File: config.mk
export PLATFORM = sky130hd
export DESIGN_NAME = memory_read_top
export DESIGN_NICKNAME = d
export VERILOG_FILES = /design/src/pipe_pkg.sv /design/src/dcache_pkg.sv /design/src/pipestage.sv /design/src/dcache_interface.sv /design/src/address_dependency_table.sv /design/src/memory_read_top.sv
export SDC_FILE = /design/constraint.sdc
export NUM_CORES = 1
export LEC_CHECK = 0
export BUFFER_PORTS_ARGS = -buffer_cell sky130_fd_sc_hd__buf_2
export CAP_MARGIN = 15
export CORE_AREA = 8 8 233 235
export CTS_BUF_LIST = sky130_fd_sc_hd__clkbuf_2 sky130_fd_sc_hd__clkbuf_4 sky130_fd_sc_hd__clkbuf_8
export DETAILED_ROUTE_END_ITERATION = 8
export DIE_AREA = 0 0 241 243
export PLACE_DENSITY_LB_ADDON = 0.3
export SLEW_MARGIN = 20
export SYNTH_ARGS = -nofsm -noshare
export SYNTH_HDL_FRONTEND = slang
export SYNTH_SLANG_ARGS = --single-unit
File: constraint.sdc
create_clock -name clk -period 10.45 [get_ports clk]
set_input_delay 0.5225 -clock clk [delete_from_list [all_inputs] [get_ports clk]]
set_output_delay 0.5225 -clock clk [all_outputs]
set_load 0.02 [all_outputs]
File: src/pipe_pkg.sv
/*
 * Operand size codes, decode field widths and the operand union
 * used by the memory read stage and its pipeline register
 */
`default_nettype none

package pipe_pkg;

    // Operand size code from decode
    typedef logic [2:0] op_size_t;

    localparam op_size_t SIZE_NONE = 3'd0;
    localparam op_size_t SIZE_8    = 3'd1;
    localparam op_size_t SIZE_16   = 3'd2;
    localparam op_size_t SIZE_32   = 3'd3;
    localparam op_size_t SIZE_48   = 3'd4;
    localparam op_size_t SIZE_64   = 3'd5;
    // Codes 6 and 7 give zero data

    // Decode field widths
    localparam int REG_W    = 3;    // Register number
    localparam int IMM_W    = 48;
    localparam int ALU_OP_W = 4;
    localparam int PC_W     = 32;
    localparam int OPCODE_W = 16;

    // Operand word, seen as a register value or as a memory address
    typedef union packed {
        logic [63:0] value;
        struct packed {
            logic [31:0] unused;
            logic [31:0] address;
        } mem;
    } operand_t;

    // Everything carried by the pipeline register toward execute
    localparam int STAGE_W = $bits(op_size_t)     // Size
                           + 2 * $bits(operand_t) // Operand a and b
                           + REG_W                // Operand a register
                           + 32                   // Operand a address view
                           + 1                    // Operand a is address
                           + IMM_W
                           + ALU_OP_W
                           + PC_W
                           + OPCODE_W;

endpackage

`default_nettype wire

File: src/dcache_pkg.sv
/*
 * Data cache widths, dependency table depth and
 * state codes of the cache read sequencer
 */
`default_nettype none

package dcache_pkg;

    localparam int ADDR_W    = 32;
    localparam int DATA_W    = 64;
    localparam int DEP_DEPTH = 4;  // Pending store addresses
    localparam int DEP_PTR_W = (DEP_DEPTH > 1) ? $clog2(DEP_DEPTH) : 1;

    // Read sequencer states
    localparam int FSM_W = 3;
    localparam logic [FSM_W-1:0] ST_IDLE  = 3'd0;
    localparam logic [FSM_W-1:0] ST_REQ0  = 3'd1;
    localparam logic [FSM_W-1:0] ST_WAIT0 = 3'd2;
    localparam logic [FSM_W-1:0] ST_REQ1  = 3'd3;
    localparam logic [FSM_W-1:0] ST_WAIT1 = 3'd4;
    localparam logic [FSM_W-1:0] ST_DONE  = 3'd5;

endpackage

`default_nettype wire

File: src/pipestage.sv
/*
 * Single entry valid/ready pipeline register with flush
 */
`timescale 1ns/10ps
`default_nettype none

module pipestage #(
    parameter int WIDTH = 8
) (
    input  logic             clk,
    input  logic             arst_n,
    input  logic             flush,
    input  logic             in_valid,
    output logic             in_ready,
    input  logic [WIDTH-1:0] in_data,
    output logic             out_valid,
    input  logic             out_ready,
    output logic [WIDTH-1:0] out_data
);

    // Room when empty or being drained this cycle
    assign in_ready = !out_valid || out_ready;

    always_ff @(posedge clk or negedge arst_n) begin
        if (!arst_n) begin
            out_valid <= 1'b0;
        end else if (flush) begin
            out_valid <= 1'b0;
        end else if (in_ready) begin
            out_valid <= in_valid;
        end
    end

    // Payload only moves on a transfer, held while stalled
    always_ff @(posedge clk) begin
        if (in_valid && in_ready) begin
            out_data <= in_data;
        end
    end

endmodule

`default_nettype wire

File: src/dcache_interface.sv
/*
 * Cache read sequencer for the address operands of one instruction,
 * with size masking of the returned data
 */
`timescale 1ns/10ps
`default_nettype none

module dcache_interface (
    input  logic                          clk,
    input  logic                          arst_n,
    input  logic                          flush,
    input  logic                          start,
    input  logic                          accept,
    input  pipe_pkg::operand_t            op0,
    input  pipe_pkg::operand_t            op1,
    input  logic                          op0_is_address,
    input  logic                          op1_is_address,
    input  pipe_pkg::op_size_t            size,
    output logic                          fetch_done,
    output logic [dcache_pkg::DATA_W-1:0] data0,
    output logic [dcache_pkg::DATA_W-1:0] data1,
    output logic                          rd_req_valid,
    output logic [dcache_pkg::ADDR_W-1:0] rd_req_address,
    output logic                          rd_dp_ready,
    input  logic                          rd_req_ready,
    input  logic                          rd_dp_valid,
    input  logic [dcache_pkg::DATA_W-1:0] rd_dp_read_data
);

    import pipe_pkg::*;
    import dcache_pkg::*;

    logic [FSM_W-1:0]  state;
    logic [FSM_W-1:0]  state_next;
    logic              waiting;
    logic              stale;    // Owed response of a flushed request
    logic [DATA_W-1:0] masked;

    // Keep only the bytes of the operand size
    function automatic logic [DATA_W-1:0] size_mask(
        input logic [DATA_W-1:0] data,
        input op_size_t          sz
    );
        case (sz)
            SIZE_NONE: size_mask = '0;
            SIZE_8:    size_mask = {{(DATA_W - 8){1'b0}}, data[7:0]};
            SIZE_16:   size_mask = {{(DATA_W - 16){1'b0}}, data[15:0]};
            SIZE_32:   size_mask = {{(DATA_W - 32){1'b0}}, data[31:0]};
            SIZE_48:   size_mask = {{(DATA_W - 48){1'b0}}, data[47:0]};
            SIZE_64:   size_mask = data;
            default:   size_mask = '0;
        endcase
    endfunction

    assign masked  = size_mask(rd_dp_read_data, size);
    assign waiting = (state == ST_WAIT0) || (state == ST_WAIT1);

    assign rd_req_valid   = (state == ST_REQ0) || (state == ST_REQ1);
    assign rd_req_address = (state == ST_REQ1) ? op1.mem.address : op0.mem.address;
    assign rd_dp_ready    = waiting || stale;

    // Nothing to fetch counts as done right away
    assign fetch_done = (state == ST_DONE)
                     || (state == ST_IDLE && !op0_is_address && !op1_is_address);

    always_comb begin
        state_next = state;
        case (state)
            ST_IDLE: begin
                if (start && !stale) begin
                    if (op0_is_address) begin
                        state_next = ST_REQ0;
                    end else if (op1_is_address) begin
                        state_next = ST_REQ1;
                    end
                end
            end
            ST_REQ0: begin
                if (rd_req_ready) begin
                    state_next = ST_WAIT0;
                end
            end
            ST_WAIT0: begin
                if (rd_dp_valid) begin
                    state_next = op1_is_address ? ST_REQ1 : ST_DONE;
                end
            end
            ST_REQ1: begin
                if (rd_req_ready) begin
                    state_next = ST_WAIT1;
                end
            end
            ST_WAIT1: begin
                if (rd_dp_valid) begin
                    state_next = ST_DONE;
                end
            end
            ST_DONE: begin
                if (accept) begin
                    state_next = ST_IDLE;
                end
            end
            default: state_next = ST_IDLE;
        endcase
    end

    always_ff @(posedge clk or negedge arst_n) begin
        if (!arst_n) begin
            state <= ST_IDLE;
            stale <= 1'b0;
        end else if (flush) begin
            state <= ST_IDLE;
            // A request already taken by the cache still gets an answer
            stale <= ((stale || waiting) && !rd_dp_valid)
                  || (rd_req_valid && rd_req_ready);
        end else begin
            state <= state_next;
            if (stale && rd_dp_valid) begin
                stale <= 1'b0;
            end
        end
    end

    always_ff @(posedge clk) begin
        if (state == ST_WAIT0 && rd_dp_valid) begin
            data0 <= masked;
        end
        if (state == ST_WAIT1 && rd_dp_valid) begin
            data1 <= masked;
        end
    end

endmodule

`default_nettype wire

File: src/address_dependency_table.sv
/*
 * FIFO of store addresses still in flight, with two compare ports
 */
`timescale 1ns/10ps
`default_nettype none

module address_dependency_table (
    input  logic                          clk,
    input  logic                          arst_n,
    input  logic                          flush,
    input  logic                          push,
    input  logic                          pop,
    input  logic [dcache_pkg::ADDR_W-1:0] push_address,
    input  logic [dcache_pkg::ADDR_W-1:0] compare_address_0,
    input  logic [dcache_pkg::ADDR_W-1:0] compare_address_1,
    output logic                          hit_0,
    output logic                          hit_1,
    output logic                          full
);

    import dcache_pkg::*;

    logic [DEP_DEPTH-1:0] entry_valid;
    logic [ADDR_W-1:0]    entry_address [DEP_DEPTH];
    logic [DEP_PTR_W-1:0] head;          // Oldest store
    logic [DEP_PTR_W-1:0] tail;          // Next free slot
    logic                 do_push;
    logic                 do_pop;

    // Wraps for any depth, not only powers of two
    function automatic logic [DEP_PTR_W-1:0] ptr_next(input logic [DEP_PTR_W-1:0] ptr);
        if (ptr == DEP_PTR_W'(DEP_DEPTH - 1)) begin
            ptr_next = '0;
        end else begin
            ptr_next = ptr + 1'b1;
        end
    endfunction

    assign full    = entry_valid[tail];
    assign do_push = push && !full;
    assign do_pop  = pop && entry_valid[head]; // Empty pop dropped

    always_ff @(posedge clk or negedge arst_n) begin
        if (!arst_n) begin
            entry_valid <= '0;
            head        <= '0;
            tail        <= '0;
        end else if (flush) begin
            entry_valid <= '0;
            head        <= '0;
            tail        <= '0;
        end else begin
            if (do_push) begin
                entry_valid[tail] <= 1'b1;
                tail              <= ptr_next(tail);
            end
            if (do_pop) begin
                entry_valid[head] <= 1'b0;
                head              <= ptr_next(head);
            end
        end
    end

    always_ff @(posedge clk) begin
        if (do_push) begin
            entry_address[tail] <= push_address;
        end
    end

    // Any valid entry matching the compare address
    always_comb begin
        hit_0 = 1'b0;
        hit_1 = 1'b0;
        for (int i = 0; i < DEP_DEPTH; i++) begin
            if (entry_valid[i] && entry_address[i] == compare_address_0) begin
                hit_0 = 1'b1;
            end
            if (entry_valid[i] && entry_address[i] == compare_address_1) begin
                hit_1 = 1'b1;
            end
        end
    end

endmodule

`default_nettype wire

File: src/memory_read_top.sv
/*
 * Memory read stage: cache operand fetch, store hazard hold
 * and the pipeline register toward execute
 */
`timescale 1ns/10ps
`default_nettype none

module memory_read_top (
    input  logic                            clk,
    input  logic                            arst_n,
    input  logic                            flush,
    input  logic                            wb_valid,
    input  logic                            wb_ready,
    input  logic                            wb_to_memory,
    input  logic                            a_valid,
    output logic                            a_ready,
    input  pipe_pkg::op_size_t              a_size,
    input  pipe_pkg::operand_t              a_op0,
    input  pipe_pkg::operand_t              a_op1,
    input  logic [pipe_pkg::REG_W-1:0]      a_op0_reg,
    input  logic                            a_op0_is_address,
    input  logic                            a_op1_is_address,
    input  logic [pipe_pkg::IMM_W-1:0]      a_imm,
    input  logic [pipe_pkg::ALU_OP_W-1:0]   a_alu_op,
    input  logic [pipe_pkg::PC_W-1:0]       a_pc,
    input  logic [pipe_pkg::OPCODE_W-1:0]   a_opcode,
    output logic                            e_valid,
    input  logic                            e_ready,
    output pipe_pkg::op_size_t              e_size,
    output pipe_pkg::operand_t              e_op_a,
    output pipe_pkg::operand_t              e_op_b,
    output logic [pipe_pkg::REG_W-1:0]      e_op_a_reg,
    output logic [dcache_pkg::ADDR_W-1:0]   e_op_a_address,
    output logic                            e_op_a_is_address,
    output logic [pipe_pkg::IMM_W-1:0]      e_imm,
    output logic [pipe_pkg::ALU_OP_W-1:0]   e_alu_op,
    output logic [pipe_pkg::PC_W-1:0]       e_pc,
    output logic [pipe_pkg::OPCODE_W-1:0]   e_opcode,
    output logic                            rd_req_valid,
    output logic [dcache_pkg::ADDR_W-1:0]   rd_req_address,
    output logic                            rd_dp_ready,
    input  logic                            rd_req_ready,
    input  logic                            rd_dp_valid,
    input  logic [dcache_pkg::DATA_W-1:0]   rd_dp_read_data
);

    import pipe_pkg::*;
    import dcache_pkg::*;

    logic               hit_0;
    logic               hit_1;
    logic               table_full;
    logic               hazard;
    logic               fetch_done;
    logic               stage_ready;
    logic               accept;
    logic               push;
    logic               pop;
    logic [DATA_W-1:0]  data0;
    logic [DATA_W-1:0]  data1;
    operand_t           p_op_a;
    operand_t           p_op_b;
    logic [STAGE_W-1:0] stage_in;
    logic [STAGE_W-1:0] stage_out;

    // Hold any read of an address a store in flight will write
    assign hazard = (hit_0 && a_op0_is_address) || (hit_1 && a_op1_is_address);

    assign accept = a_valid && !hazard && fetch_done && stage_ready && !flush
                 && !(a_op0_is_address && table_full);
    assign a_ready = accept;

    // Push at acceptance so a younger read already sees this store
    assign push = accept && a_op0_is_address;
    assign pop  = wb_valid && wb_ready && wb_to_memory;

    assign p_op_a = a_op0_is_address ? data0 : a_op0.value;
    assign p_op_b = a_op1_is_address ? data1 : a_op1.value;

    assign stage_in = {a_size, p_op_a, p_op_b, a_op0_reg, a_op0.mem.address,
                       a_op0_is_address, a_imm, a_alu_op, a_pc, a_opcode};

    assign {e_size, e_op_a, e_op_b, e_op_a_reg, e_op_a_address,
            e_op_a_is_address, e_imm, e_alu_op, e_pc, e_opcode} = stage_out;

    dcache_interface u_dcache_interface (
        .clk             (clk),
        .arst_n          (arst_n),
        .flush           (flush),
        .start           (a_valid && !hazard),
        .accept          (accept),
        .op0             (a_op0),
        .op1             (a_op1),
        .op0_is_address  (a_op0_is_address),
        .op1_is_address  (a_op1_is_address),
        .size            (a_size),
        .fetch_done      (fetch_done),
        .data0           (data0),
        .data1           (data1),
        .rd_req_valid    (rd_req_valid),
        .rd_req_address  (rd_req_address),
        .rd_dp_ready     (rd_dp_ready),
        .rd_req_ready    (rd_req_ready),
        .rd_dp_valid     (rd_dp_valid),
        .rd_dp_read_data (rd_dp_read_data)
    );

    address_dependency_table u_dep_table (
        .clk               (clk),
        .arst_n            (arst_n),
        .flush             (flush),
        .push              (push),
        .pop               (pop),
        .push_address      (a_op0.mem.address),
        .compare_address_0 (a_op0.mem.address),
        .compare_address_1 (a_op1.mem.address),
        .hit_0             (hit_0),
        .hit_1             (hit_1),
        .full              (table_full)
    );

    pipestage #(
        .WIDTH (STAGE_W)
    ) u_stage (
        .clk       (clk),
        .arst_n    (arst_n),
        .flush     (flush),
        .in_valid  (accept),
        .in_ready  (stage_ready),
        .in_data   (stage_in),
        .out_valid (e_valid),
        .out_ready (e_ready),
        .out_data  (stage_out)
    );

endmodule

`default_nettype wire

# After elaboration in Yosys (flattened, before gate mapping)
# Memory sizes are Yosys's and may differ from the RTL's.
# Index checks and enable logic that the tools add are counted.
[op_classes]
n_addsub = 2
magnitude_cmp = 4
n_eq_ne = 27
mux = 47
bitwise_logic = 3
reduce_logical = 54
[ops]
columns = ["cell", "n"]
rows = [
  ["one-hot mux 64 bit (5 select lines)", 1],
  ["== test 32 bit", 8],
  ["two-way mux 64 bit", 2],
  ["logical AND 1 bit", 32],
  ["two-way mux 32 bit", 1],
  ["two-way mux 3 bit", 10],
  ["two-way mux 1 bit", 18],
  ["inequality test 3 bit (second input constant)", 6],
  ["one-hot mux 3 bit (6 select lines)", 1],
  ["two-way mux 4 bit", 4],
  ["== test 3 x 2 -> 1 bit (second input constant)", 4],
  ["== test 3 bit (second input constant)", 4],
  ["two-way mux 2 bit", 6],
  ["zero test 1 bit", 9],
  ["nonzero test 2 bit", 4],
  ["logical OR 1 bit", 7],
  ["AND reduction 7 bit", 1],
  ["== test 3 x 1 -> 1 bit (second input constant)", 2],
  ["less-than comparator 2 x 3 -> 1 bit (second input constant)", 2],
  ["adder 2 x 1 -> 2 bit (second input constant)", 2],
  ["bitwise AND 4 bit", 1],
  ["binary-select mux 1 bit (select 2 bit)", 2],
  ["demux 1 bit (select 2 bit)", 2],
  ["== test 2 bit (second input constant)", 2],
  ["other kinds (5)", 6],
]
[word_totals]
register_bits = 408
mem_bits_rw = 128
in_bits = 310
output_inout_bits = 303
word_cells = 147
mem_count = 1
[memory_table]
columns = ["memory", "depth", "width", "read_ports", "rd_ports_with_merged_regs", "wr", "line_no", "text"]
rows = [
  ["u_dep_table.entry_address", 4, 32, 4, 0, 1, "address_dependency_table.sv:24", "logic [ADDR_W-1:0] entry_address [DEP_DEPTH];"],
]

# Logic depth before layout (Yosys ltp)
[logic_depth]
ltp_word = 21
depth_mapped = 10
depth_no_buf = 8

# By module
# A second synthesis with hierarchy kept.
[hier_totals]
cells_unflattened = 1237
area_unflattened_um2 = 22061.2
[by_module_without_submodules]
columns = ["mod", "n_inst", "cells_each", "area_each_um2", "seq_area_each_um2"]
rows = [
  ["pipestage", 1, 272, 8077.7, 8042.7],
  ["address_dependency_table", 1, 530, 7219.4, 4043.9],
  ["dcache_interface", 1, 286, 5176.2, 3943.8],
  ["memory_read_top", 1, 149, 1587.8, 0.0],
]

# Least setup slack after synthesis
# OpenSTA, ideal clock, no wires.
[synth_path]
path_type = "input to register"
start = "in a_op0[9] (netlist bit)"
end = "reg u_stage.out_data[0], enable pin"
setup_ns = 0.653
arrival_time_ns = 7.682
required_ns = 9.797
setup_slack_ns = 2.115
stages = 9
n_path_buf = 2
cell_sequence = "clkbuf_1 -> xor2_1 -> nor4_1 -> nand4_1 -> nor3_2 -> o41ai_1 -> and3b_1 -> buf_6 -> o21a_1"
[synth_via]
elab_chain_len = 15
elab_cells_between_ends = 21
classes_between = "4 x eq/ne; 4 x mux; 13 x reduce/logical"
[synth_lines]
columns = ["item", "line_no", "text"]
rows = [
  ["from (decl)", "memory_read_top.sv:18", "input pipe_pkg::operand_t a_op0,"],
  ["== test 32 bit", "address_dependency_table.sv:75", "if (entry_valid[i] && entry_address[i] == compare_address_0) begin"],
  ["logical AND 1 bit", "address_dependency_table.sv:75", ""],
  ["two-way mux 1 bit (3 in a row)", "address_dependency_table.sv:75", ""],
  ["two-way mux 1 bit (*)", "address_dependency_table.sv:75", ""],
  ["logical AND 1 bit (*)", "memory_read_top.sv:67", "assign hazard = (hit_0 && a_op0_is_address) || (hit_1 && a_op1_is_address);"],
  ["logical OR 1 bit (*)", "memory_read_top.sv:67", ""],
  ["zero test 1 bit (*)", "memory_read_top.sv:69", "assign accept = a_valid && !hazard && fetch_done && stage_ready && !flush"],
  ["logical AND 1 bit (*) (4 in a row)", "memory_read_top.sv:69", ""],
  ["logical AND 1 bit (*)", "memory_read_top.sv:70", "&& !(a_op0_is_address && table_full);"],
  ["logical AND 1 bit (*)", "pipestage.sv:36", "if (in_valid && in_ready) begin"],
  ["to (signal assigned)", "pipestage.sv:37", "out_data <= in_data;"],
  ["to (decl)", "pipestage.sv:18", "output logic [WIDTH-1:0] out_data"],
]
# Mark *: on every way between the ends. The rest lies on a longest branch, timed or not.
# A chain may end at the register's enable or synchronous reset.

==> metrics <==
core area=50700 sq um; Die ar.=58600 sq um; Reg clk slew, reported paths=0.06 ns; type of the worst setup path=register to register; final cell count without fillers=2738; Starting Density=43.7%; Yosys reg bits=536; share of the synthesized area in the top cell type=70.9%; Primary FF master, synth=edfxtp_1; Comb pwr share=11.8%; gr ovfl total=0; post-synthesis async set-or-reset flop share=2.43%; CTS tree=yes; P_sw=1.26 mW; # IOs=613; crit-path max FO=153; largest net degree at the start of global routing=154; H-tree levels=3; Routability Congestion=0.975; switch share=24.7%; Max Slew Vio Count=0; post-synth top area cell=edfxtp_1; DR iter-0 viols=803; Final setup viols=0; post-synthesis cell type count=51; Routed WL=71400 um; Hold WC Path Type=input port to register; top post-synthesis cells by area=edfxtp_1, mux2_2, xor2_1; total power=5.10 mW; Syn Std Cell Area=22200 sq um; WL/cell=26.1 um; Achievable Freq=243 MHz; worst-skew pair later-pin latency=0.67 ns; setup bufs post-CTS=0; initial antenna violation count=8; cts bufs inserted=88; shortest period the worst path allows=4.11 ns; # DRC=0; Avg Cell Area, Syn=17.0 sq um; Clk pwr share=38.4%; largest vdd supply drop=0.000136 V; Synth Instances=1303; Worst Max-Slew Pin Slew=1.01 ns; clock root cell=clkbuf_8; Power Dens Cells=180 nW/um^2; Worst setup SP type=register; Cell Rows=83; Seq pwr share=49.7%; Ys Warns=0; leak pwr=10.7 nW; critical path arrival=4.38 ns; cell-internal power=3.84 mW; Fin. Hold Viols=0; via/cell ratio=5.09; depth of the worst hold-timing path=1; post_cts resized=0; port bufs=612; vias=13900; syn nets=1621; deepest clock path buffer count=3; Die X=241 um; relative slew slack=32.9%; NumNets Final=2302; max_cap viols=0; placed insts=2512; layout cell share with drive strength beyond 1=46.4%; crit end category=register; EDFF count, synth=523; setup_tns=0 ns; Post-DRT Antenna Nets=0; Reg2Reg Depth=8; die height=243 um; Critical Path RT=10.72 ns; vias in the first global route=15100; clock sinks=536; GRT Overall Usage=23.6%; area grow syn2layout=27.9%; drt pass-1 iters=5; sequential area share after synthesis=72.3%; final worst-path cycle share=39.3%; DP Wirelength=51800 um; Clock Skews=0.0366 ns; RSZ-0062 raised after global routing=no; first-pass GRT wire length=101000 um; status=finished, final reports clean
## layer usage
metal,GRT usage (%),vias up,routed length (um)
met5,0,-,50
met4,8.23,8,2030
met3,8.00,114,6910
met2,40.1,637,35400
met1,27.5,6940,27000
li1,-,6241,-
## sequential cells by signal, summed over array words and instances (netlist names)
register                   flops
u_dcache_interface.state       3
u_dep_table.entry_address    128
u_dcache_interface.data1      64
u_dep_table.entry_valid        4
u_stage.out_valid              1
u_dep_table.tail               2
u_stage.out_data             267
u_dep_table.head               2
u_dcache_interface.stale       1
u_dcache_interface.data0      64
## power by group through the flow
| stage | combinational [mW] | clock [mW] | sequential, mW |
|---|---|---|---|
| global route | 0.646 | 2.10 | 2.55 |
| finish | 0.604 | 1.96 | 2.54 |
| CTS | 0.613 | 2.01 | 2.54 |
| global placement | 0.584 | 0 | 2.58 |
| floorplan | 0.283 | 0 | 2.66 |
| detailed placement | 0.593 | 0 | 2.58 |
## cell families after synthesis
group | Yosys count | synth area share [%]
adder cells (fa/ha/maj) | 8 | 0.452
multiplexers | 164 | 8.42
AO/OA/AOI/OAI | 35 | 1.22
buffers and inverters | 105 | 1.90
flip-flops | 536 | 72.3
XOR/XNOR | 254 | 10.0
AND/OR/NAND/NOR | 201 | 5.66
## worst max-delay path: stages, from the launching register on
cell and delay (ns):
edfxtp_1 0.42, xor2_1 0.27, a221o_1 0.19, or4_1 0.13, nor4_2 0.05, o41ai_1 0.57
and3b_1 0.50, o21a_4 0.71, buf_12 0.56
## area by class of cell
class | count | area (sq um)
antenna | 4 | 10.0
clock buffer | 124 | 1490
clock inverter | 36 | 393
fill | 4116 | 22300
inverter | 12 | 45.0
multi-input combinational | 662 | 5750
sequential | 536 | 16000
tap | 680 | 851
timing repair buffer | 684 | 3780
## path summary, 6_finish.rpt
| kind | start | endpoint | slack, ns |
|---|---|---|---|
| min in group asynchronous | arst_n | u_dcache_interface.state[0] | 0.28 |
| min | a_opcode[3] | u_stage.out_data[3] | 0.06 |
| max reg2reg | u_dep_table.entry_address[0][13] | u_stage.out_data[186] | 6.34 |
| max | u_dep_table.entry_address[0][13] | u_stage.out_data[186] | 6.34 |
| max in group asynchronous | arst_n | u_dep_table.entry_valid[0] | 9.92 |
| min reg2reg | u_dcache_interface.data1[3] | u_stage.out_data[139] | 0.54 |
## what timing repair did
action                                  in CTS  in global routing
endpoints found under the setup margin       0                  0
endpoints found under the hold margin       74                  0
hold buffers                                62                  0
## cell usage after synthesis (all sizes together) (13+ instances only)
library cell	instances
edfxtp	523
mux2	160
xor2	131
xnor2	123
clkbuf	74
and2	51
nor4	36
nand4	31
and3	22
buf	19
nand3	15
dfrtp	13
## stage by stage
| step | utilization, % | cell area [sq um] | hold slack, ns | setup WS [ns] |
|---|---|---|---|---|
| after floorplan | - | 22200 | 0.227 | 2.12 |
| after global placement | 51.0 | 25800 | 0.431 | 6.17 |
| after detailed placement | 51.0 | 25800 | 0.435 | 6.11 |
| after CTS | 55.9 | 28300 | 0.000143 | 6.36 |
| after global routing | 55.9 | 28300 | 0.0151 | 6.21 |
| final | 55.9 | 28300 | 0.0556 | 6.34 |
## cells in the final DEF, fill, tap and decap left out, types with 3 or more instances in the layout
cell           instances
nor2_1                 5
nand2b_1               4
xor2_1               130
inv_1                 12
and3_1                18
o21a_1                 5
buf_4                 11
nand3_1               15
clkbuf_4              35
buf_2                610
diode_2                4
nor3_1                 9
nand4_1               31
dlygate4sd3_1         62
xnor2_1              123
nor3_2                 3
mux2_2               160
clkinv_2              10
dfrtp_1               13
ha_1                   8
and3_4                 4
clkinvlp_4             4
nor4_1                34
clkinv_1              11
nand2_1                8
o21ai_0                3
clkbuf_8              89
bufinv_16              8
a21oi_1               11
and2_1                49
edfxtp_1             523
or4_1                  5
Note: power is estimated with default switching activity, not from simulation.
